`config.mk`:
```
export PLATFORM = sky130hd
export DESIGN_NAME = cas_arbiter
export DESIGN_NICKNAME = d
export VERILOG_FILES = /design/src/design/cas_arb_pkg.sv /design/src/design/cas_cand_if.sv /design/src/design/cas_req_qualify.sv /design/src/design/cas_pair_arb.sv /design/src/design/cas_win_select.sv /design/src/design/cas_arbiter.sv
export VERILOG_INCLUDE_DIRS = /design/src /design/src/design
export SDC_FILE = /design/constraint.sdc
export NUM_CORES = 1
export LEC_CHECK = 0
export ABC_AREA = 1
export CAP_MARGIN = 20
export CORE_MARGIN = 3
export CORE_UTILIZATION = 30
export CTS_CLUSTER_SIZE = 25
export DETAILED_ROUTE_END_ITERATION = 10
export DONT_BUFFER_PORTS = 1
export GPL_TIMING_DRIVEN = 0
export HOLD_SLACK_MARGIN = 0.05
export SKIP_LAST_GASP = 1
export SLEW_MARGIN = 20
export SYNTH_ARGS = -nofsm -noshare
export SYNTH_HDL_FRONTEND = slang
export SYNTH_SLANG_ARGS = --single-unit
```
`constraint.sdc`:
```
create_clock -name clk -period 3.6 [get_ports clk]
set_input_delay 0.54 -clock clk [delete_from_list [all_inputs] [get_ports clk]]
set_output_delay 0.54 -clock clk [all_outputs]
set_load 0.01 [all_outputs]
```
`src/design/cas_arb_settings.svh`:
```
/*
  Sizing for the CAS arbiter.
  The pair tree is fixed at four groups in two pairs.
  Changing the group count needs a new winner stage.
*/
`ifndef CAS_ARB_SETTINGS_SVH
`define CAS_ARB_SETTINGS_SVH

// ------------------------------
// Requester count
// ------------------------------
// Bank-group machines that present column requests
`define CAS_ARB_NUM_GROUPS 4

// Pairs in the first arbitration level
`define CAS_ARB_NUM_PAIRS (`CAS_ARB_NUM_GROUPS / 2)

// ------------------------------
// Address field widths
// ------------------------------
// Rank select, also used for precharge blocking
`define CAS_ARB_RANK_BITS 2
// Bank within a bank group
`define CAS_ARB_BANK_BITS 2
// Bank group
`define CAS_ARB_BG_BITS 2

`endif

```
`src/design/cas_arb_pkg.sv`:
```
/*
  Shared types for the CAS arbiter.
  Field arrays are packed with group 0 in the low slice.
*/
`include "cas_arb_settings.svh"

package cas_arb_pkg;

  // One bit per requester and its index
  typedef logic [`CAS_ARB_NUM_GROUPS-1:0] group_vec_t;
  typedef logic [$clog2(`CAS_ARB_NUM_GROUPS)-1:0] group_idx_t;
  // One bit per member of a pair
  typedef logic [1:0] pair_vec_t;

  // Address fields
  typedef logic [`CAS_ARB_RANK_BITS-1:0] rank_t;
  typedef logic [`CAS_ARB_BANK_BITS-1:0] bank_t;
  typedef logic [`CAS_ARB_BG_BITS-1:0] bgroup_t;
  typedef rank_t [`CAS_ARB_NUM_GROUPS-1:0] rank_arr_t;
  typedef bank_t [`CAS_ARB_NUM_GROUPS-1:0] bank_arr_t;
  typedef bgroup_t [`CAS_ARB_NUM_GROUPS-1:0] bgroup_arr_t;

  // Winner opcode
  typedef enum logic [1:0] {
    CAS_NONE  = 2'd0,
    CAS_READ  = 2'd1,
    CAS_WRITE = 2'd2
  } cas_op_e;

  // Two-way round robin pick, upper member wins a tie unless it won last
  function automatic pair_vec_t pair_pick(input logic last, input pair_vec_t req);
    pair_vec_t pick;
    case (req)
      2'b01:   pick = 2'b01;
      2'b10:   pick = 2'b10;
      2'b11:   pick = last ? 2'b01 : 2'b10;
      default: pick = 2'b00;
    endcase
    return pick;
  endfunction

endpackage

```
`src/design/cas_cand_if.sv`:
```
/*
  Qualified CAS candidates between qualifier and winner stage.
  Purely combinational, no clock inside.
*/
`timescale 1ns/1ps

interface cas_cand_if;
  import cas_arb_pkg::*;

  // Requests left after precharge rank masking
  group_vec_t rd_ok;
  group_vec_t wr_ok;

  // Address fields per group, unchanged from the inputs
  bank_arr_t   bank;
  bgroup_arr_t bgroup;
  rank_arr_t   rank;

  // Qualifier side
  modport src (
    output rd_ok,
    output wr_ok,
    output bank,
    output bgroup,
    output rank
  );

  // Winner stage side
  modport snk (
    input rd_ok,
    input wr_ok,
    input bank,
    input bgroup,
    input rank
  );

endinterface

```
`src/design/cas_req_qualify.sv`:
```
/*
  Request qualifier for the CAS arbiter.
  A group must not present a read and a write together.
  Any pending precharge blocks every group on the same rank.
*/
`timescale 1ns/1ps
`include "cas_arb_settings.svh"

module cas_req_qualify (
  input  cas_arb_pkg::group_vec_t  cas_rd,
  input  cas_arb_pkg::group_vec_t  cas_wr,
  input  cas_arb_pkg::group_vec_t  pre_req,
  input  cas_arb_pkg::rank_arr_t   cas_rank,
  input  cas_arb_pkg::rank_arr_t   pre_rank,
  input  cas_arb_pkg::bank_arr_t   cas_bank,
  input  cas_arb_pkg::bgroup_arr_t cas_bgroup,
  cas_cand_if.src                  cand,
  output cas_arb_pkg::group_vec_t  req
);
  import cas_arb_pkg::*;

  // One bit per rank value
  logic [(1 << `CAS_ARB_RANK_BITS)-1:0] blocked;
  group_vec_t rd_ok;
  group_vec_t wr_ok;

  // ------------------------------
  // Precharge rank blocking
  // ------------------------------
  always_comb begin
    blocked = '0;
    for (int g = 0; g < `CAS_ARB_NUM_GROUPS; g++) begin
      // Any group waiting to precharge claims its rank
      if (pre_req[g]) begin
        blocked[pre_rank[g]] = 1'b1;
      end
    end
  end

  // Drop reads and writes that target a blocked rank
  always_comb begin
    for (int g = 0; g < `CAS_ARB_NUM_GROUPS; g++) begin
      rd_ok[g] = cas_rd[g] & ~blocked[cas_rank[g]];
      wr_ok[g] = cas_wr[g] & ~blocked[cas_rank[g]];
    end
  end

  // ------------------------------
  // Read priority
  // ------------------------------
  // Writes only compete when no unmasked read is left
  assign req = (|rd_ok) ? rd_ok : wr_ok;

  // Candidates for the winner stage
  assign cand.rd_ok  = rd_ok;
  assign cand.wr_ok  = wr_ok;
  // Address fields pass straight through
  assign cand.bank   = cas_bank;
  assign cand.bgroup = cas_bgroup;
  assign cand.rank   = cas_rank;

endmodule

```
`src/design/cas_pair_arb.sv`:
```
/*
  Round robin between two neighbouring bank groups.
  Pick is one-hot or zero and purely combinational.
  The fairness bit moves only on a grant from the winner stage.
*/
`timescale 1ns/1ps

module cas_pair_arb (
  input  logic                   clk,
  input  logic                   rst,
  input  cas_arb_pkg::pair_vec_t req,
  input  logic                   grant,
  output cas_arb_pkg::pair_vec_t pick
);
  import cas_arb_pkg::*;

  // Set when the upper member won the last grant
  logic last_hi;

  // ------------------------------
  // Member choice
  // ------------------------------
  // A single requester always wins
  // On a tie the member that did not win last goes
  assign pick = pair_pick(last_hi, req);

  // ------------------------------
  // Fairness state
  // ------------------------------
  always_ff @(posedge clk) begin
    if (!rst) begin
      last_hi <= 1'b0;
    end else if (grant) begin
      // Grant implies a nonzero pick
      // Remember which member went out
      last_hi <= pick[1];
    end
  end

  // Back-pressure holds last_hi as is
  // So a stalled pair keeps its turn order

endmodule

```
`src/design/cas_win_select.sv`:
```
/*
  Final stage of the CAS arbiter.
  Chooses between the two pair picks, grants the chosen pair
  and registers the winner while tran_sent is high.
  With no candidate on tran_sent the outputs clear.
*/
`timescale 1ns/1ps
`include "cas_arb_settings.svh"

module cas_win_select (
  input  logic                          clk,
  input  logic                          rst,
  input  logic                          tran_sent,
  input  cas_arb_pkg::pair_vec_t        pick_lo,
  input  cas_arb_pkg::pair_vec_t        pick_hi,
  cas_cand_if.snk                       cand,
  output logic [`CAS_ARB_NUM_PAIRS-1:0] grant,
  output cas_arb_pkg::group_vec_t       win_port,
  output cas_arb_pkg::group_idx_t       win_port_enc,
  output cas_arb_pkg::cas_op_e          win_op,
  output cas_arb_pkg::bank_t            win_bank,
  output cas_arb_pkg::bgroup_t          win_bgroup,
  output cas_arb_pkg::rank_t            win_rank
);
  import cas_arb_pkg::*;

  // Set when groups 2 or 3 won last
  logic       last_upper;
  pair_vec_t  pair_req;
  pair_vec_t  pair_sel;
  group_vec_t win_vec;
  group_idx_t win_idx;
  logic       win_any;
  cas_op_e    win_op_nxt;

  // ------------------------------
  // Pair to pair choice
  // ------------------------------
  assign pair_req = {|pick_hi, |pick_lo};
  // Upper pair wins a tie unless it went last
  assign pair_sel = pair_pick(last_upper, pair_req);
  assign win_any  = |pair_sel;

  // One-hot winner over all groups
  assign win_vec = {pair_sel[1] ? pick_hi : 2'b00,
                    pair_sel[0] ? pick_lo : 2'b00};

  // High bit is the pair, low bit the member inside it
  assign win_idx = {pair_sel[1], pair_sel[1] ? pick_hi[1] : pick_lo[1]};

  // Pair state only moves when the command really goes out
  assign grant = tran_sent ? pair_sel : '0;

  // Opcode of the winning group
  always_comb begin
    if (cand.rd_ok[win_idx]) begin
      win_op_nxt = CAS_READ;
    end else if (cand.wr_ok[win_idx]) begin
      win_op_nxt = CAS_WRITE;
    end else begin
      win_op_nxt = CAS_NONE;
    end
  end

  // ------------------------------
  // Winner registers
  // ------------------------------
  always_ff @(posedge clk) begin
    if (!rst) begin
      last_upper   <= 1'b0;
      win_port     <= '0;
      win_port_enc <= '0;
      win_op       <= CAS_NONE;
      win_bank     <= '0;
      win_bgroup   <= '0;
      win_rank     <= '0;
    end else if (tran_sent) begin
      if (win_any) begin
        last_upper   <= win_idx[1];
        win_port     <= win_vec;
        win_port_enc <= win_idx;
        win_op       <= win_op_nxt;
        win_bank     <= cand.bank[win_idx];
        win_bgroup   <= cand.bgroup[win_idx];
        win_rank     <= cand.rank[win_idx];
      end else begin
        // Nothing eligible, present an idle slot
        win_port     <= '0;
        win_port_enc <= '0;
        win_op       <= CAS_NONE;
        win_bank     <= '0;
        win_bgroup   <= '0;
        win_rank     <= '0;
      end
    end
  end

endmodule

```
`src/design/cas_arbiter.sv`:
```
/*
  CAS arbiter top level for four bank-group machines.
  Reads beat writes, precharge blocks a whole rank.
  Winner outputs load one cycle after an edge with tran_sent high.
*/
`timescale 1ns/1ps
`include "cas_arb_settings.svh"

module cas_arbiter (
  input  logic                     clk,
  input  logic                     rst,
  input  logic                     tran_sent,
  // Per group request levels
  input  cas_arb_pkg::group_vec_t  cas_rd,
  input  cas_arb_pkg::group_vec_t  cas_wr,
  input  cas_arb_pkg::group_vec_t  pre_req,
  // Per group address fields
  input  cas_arb_pkg::rank_arr_t   cas_rank,
  input  cas_arb_pkg::rank_arr_t   pre_rank,
  input  cas_arb_pkg::bank_arr_t   cas_bank,
  input  cas_arb_pkg::bgroup_arr_t cas_bgroup,
  // Registered winner
  output cas_arb_pkg::group_vec_t  win_port,
  output cas_arb_pkg::group_idx_t  win_port_enc,
  output cas_arb_pkg::cas_op_e     win_op,
  output cas_arb_pkg::bank_t       win_bank,
  output cas_arb_pkg::bgroup_t     win_bgroup,
  output cas_arb_pkg::rank_t       win_rank
);
  import cas_arb_pkg::*;

  group_vec_t                   req;
  pair_vec_t                    picks [`CAS_ARB_NUM_PAIRS];
  logic [`CAS_ARB_NUM_PAIRS-1:0] grant;

  cas_cand_if cand_if ();

  // Masking and read priority
  cas_req_qualify req_qualify_inst (
    .cas_rd     (cas_rd),
    .cas_wr     (cas_wr),
    .pre_req    (pre_req),
    .cas_rank   (cas_rank),
    .pre_rank   (pre_rank),
    .cas_bank   (cas_bank),
    .cas_bgroup (cas_bgroup),
    .cand       (cand_if),
    .req        (req)
  );

  // ------------------------------
  // First level, groups 0/1 and 2/3
  // ------------------------------
  for (genvar p = 0; p < `CAS_ARB_NUM_PAIRS; p++) begin : g_pair
    cas_pair_arb pair_arb_inst (
      .clk   (clk),
      .rst   (rst),
      .req   (req[2*p +: 2]),
      .grant (grant[p]),
      .pick  (picks[p])
    );
  end

  // Final choice and output registers
  cas_win_select win_select_inst (
    .clk          (clk),
    .rst          (rst),
    .tran_sent    (tran_sent),
    .pick_lo      (picks[0]),
    .pick_hi      (picks[1]),
    .cand         (cand_if),
    .grant        (grant),
    .win_port     (win_port),
    .win_port_enc (win_port_enc),
    .win_op       (win_op),
    .win_bank     (win_bank),
    .win_bgroup   (win_bgroup),
    .win_rank     (win_rank)
  );

endmodule

```
==> results by group <==
Run status
  • Status: complete, no violations

GRT
  • Vias in the first global route: 1430
  • Grt total ovfl: 0
  • First-pass GRT wire length: 6540 um
  • Pin count of the biggest net entering global routing: 11
  • Antenna violations before repair: 0
  • Tot GR Track Use: 13.1%

Clocking
  • CTS tree: yes
  • Post-CTS Setup Bufs: 0
  • Clock buffer depth: 2
  • Post-CTS Resized: 0
  • CTS Buf Count: 3
  • Clk_lat worst skew: 0.25 ns
  • Root Driver: clkbuf_8
  • CTS Hold Buffers Added: 0
  • H-Tree Depth: 1
  • CTS sink cnt: 17
  • Clock transition at path regs: 0.06 ns

Floorplan
  • Die area: 0.00604 mm2
  • Core area: between 0.004 and 0.005 mm2
  • Die Y: 77.7 um
  • Die W: 77.7 um
  • Initial core utilization: 31.8%
  • Site row count: 25
  • Num ports: 61

Power and ir drop
  • Leakage: 0.830 nW
  • Seq pwr share: 34.3%
  • Power, Total: 0.688 mW
  • Clock share of power: 20.2%
  • Psw: between 0.2 and 0.3 mW
  • Pwr dens: about 410 mW/mm2
  • Logic pwr share: a little under half
  • Power Internal: 0.404 mW
  • Peak VDD IR: around 110 uV
  • Switching share of total power: 41.3%

Finish
  • Ant. Diodes: 0
  • Share of layout cells above drive strength 1: 18.8%
  • Fin area: 0.00167 mm2
  • Fill cell count: 545
  • Area Overhead vs Synth: 8.35%
  • Nets: 298

Drt
  • Initial DRC Count: 45
  • Via density per instance: about 4.7
  • Metal1 wirelength: between 1500 and 2000 um
  • DRT Pass-1 Iters: 4
  • DRC Markers: 0
  • Vias: 1486
  • Met3 Wirelength: between 300 and 400 um
  • Routed Antenna Nets: 0
  • WL per Instance: 12.5 um
  • Routed Wire Length: 3960 um
  • DR WL met2: between 1500 and 2000 um
  • Top Metal Used: met4

Logic synthesis
  • Distinct cells, synth: 24
  • Top cell type's share of synthesized area: 22.0%
  • FF+latch count, synth: 17
  • Net Count, Synth: roughly 290
  • Mapped Area: 0.00154 mm2
  • Yosys warning count: 0
  • Area contributors post-synth: dfxtp_1, nand2_1, nand3_1
  • Syn_area_per_cell: between 6 and 7 um2
  • Post-Syn Instances: 246
  • Post-synthesis sequential area ratio: 22.0%
  • Area leader, netlist: dfxtp_1

Timing
  • Final worst path period need: around 2.4 ns
  • Final hold vios: 0
  • Hold_ws: about 0.43 ns
  • Unrepaired setup endpoints after global routing: no
  • Final period util: 66.2%
  • TNS Setup: 0 ns
  • Worst Tran Pin Value: 0.438 ns
  • Final setup margin: around 1.2 ns
  • Slew HR: a little over two thirds
  • Fmax: 420 MHz
  • Setup Skew: 0.00135 ns
  • Number of setup violations in the final report: 0
  • Slew Limit Fails: 0

Critical path
  • CP required: around 3.7 ns
  • Worst setup EP type: register
  • WP data arrival: 2.52 ns
  • Crit Path Class: primary input to register
  • CP Launch Type: primary input
  • CP max FO: 10

Place
  • Placed cell area: 0.00163 mm2
  • Post-DP HPWL: 3330 um
  • PortBufs: 0
  • Gp weighted congestion: between 0.7 and 0.8
  • Worst Setup Slack post-DPL: 0.947 ns

Job
  • Max-Cap Viols: 0

Worst hold path
  • Worst Hold Class: primary input to register
-- area by class of cell --
class	instances	area (um2)	area share [%]
clock buffers	4	45.0	2.69
inverters	44	165	9.87
well taps	67	83.8	5.01
multi-input cells	181	1010	60.1
flip-flops and latches	17	340	20.3
plain buffers	4	32.5	1.94
-- layout by cell type (no fill, tap or decap), drive strengths merged --
master  synthesis  final
nand3          48     48
clkinv          1      1
nand2          83     83
a21oi          19     19
inv            43     43
nor2            9      9
buf             2      2
o21bai          1      1
o21a            1      1
dfxtp          17     17
nand4           1      1
clkbuf          2      6
o21ai          19     19
-- power by group through the flow --
stage | Combinational [mW] | Sequential [mW] | Clock [mW]
5_1_grt | 0.358 | 0.238 | 0.148
4_1_cts | 0.318 | 0.236 | 0.140
3_5_place_dp | 0.317 | 0.241 | 0
2_1_floorplan | 0.263 | 0.235 | 0
3_3_place_gp | 0.312 | 0.240 | 0
6_report | 0.313 | 0.236 | 0.139
-- registers in the layout, indices dropped and copies added, names as in the netlist --
| register | cells |
|---|---|
| win_select_inst.win_port_enc | 2 |
| win_select_inst.last_upper | 1 |
| win_select_inst.win_port | 4 |
| win_select_inst.win_rank | 2 |
| win_select_inst.win_bgroup | 2 |
| win_select_inst.win_op | 2 |
| win_select_inst.win_bank | 2 |
| g_pair.pair_arb_inst.last_hi | 2 |
-- worst max-delay path, cell delays in order --
cell and delay [ns]:
nand3_1 0.06, nand2_1 0.06, nor2_1 0.23, nand2_1 0.10, nand3_2 0.10, nand3_2 0.11
nand2_2 0.13, nor2_4 0.05, nand2_1 0.05, nand2_1 0.06, nor2_1 0.15, nand2_1 0.07
nand2_1 0.25, inv_1 0.22, nand3_1 0.12, nand2_1 0.07, nand2_1 0.08, a21oi_2 0.05
-- logic make-up (layout without fill, tap and decap cells) --
| group | after synthesis | count (layout) | synth area share [%] |
|---|---|---|---|
| compound gates | 40 | 40 | 15.5 |
| buf+inv | 48 | 52 | 12.8 |
| flops | 17 | 17 | 22.0 |
| simple gates | 141 | 141 | 49.7 |
-- per-layer routing --
| layer | track usage [%] | vias to the layer above |
|---|---|---|
| met4 | 1.60 | 0 |
| met2 | 23.4 | 47 |
| li1 | - | 792 |
| met1 | 15.4 | 645 |
| met3 | 4.52 | 2 |
| met5 | 0 | - |
-- final timing paths --
path,startpoint,cells after the start,slack (ns),end
setup / recovery,pre_rank[2],18,1.22,win_select_inst.win_bgroup[1]$_SDFFE_PN0P_
hold / removal,rst,2,0.43,win_select_inst.win_port[0]$_SDFFE_PN0P_
setup reg to reg,win_select_inst.last_upper$_SDFFE_PN0P_,8,2.17,win_select_inst.win_bgroup[1]$_SDFFE_PN0P_
hold reg to reg,win_select_inst.last_upper$_SDFFE_PN0P_,2,0.47,win_select_inst.last_upper$_SDFFE_PN0P_
-- cell usage after synthesis, drive strengths merged --
library cell  number
nand2             83
nand3             48
inv               43
a21oi             19
o21ai             19
dfxtp             17
nor2               9
buf                2
clkbuf             2
clkinv             1
nand4              1
o21a               1
o21bai             1
-- through the flow --
| stage | utilization [%] | instances |
|---|---|---|
| 2_1_floorplan | - | 246 |
| 3_3_place_gp | 33.6 | 313 |
| 3_5_place_dp | 33.6 | 313 |
| 4_1_cts | 34.5 | 317 |
| 5_1_grt | 34.5 | 317 |
| 6_report | 34.5 | 317 |
(Power assumes the default switching activity.)
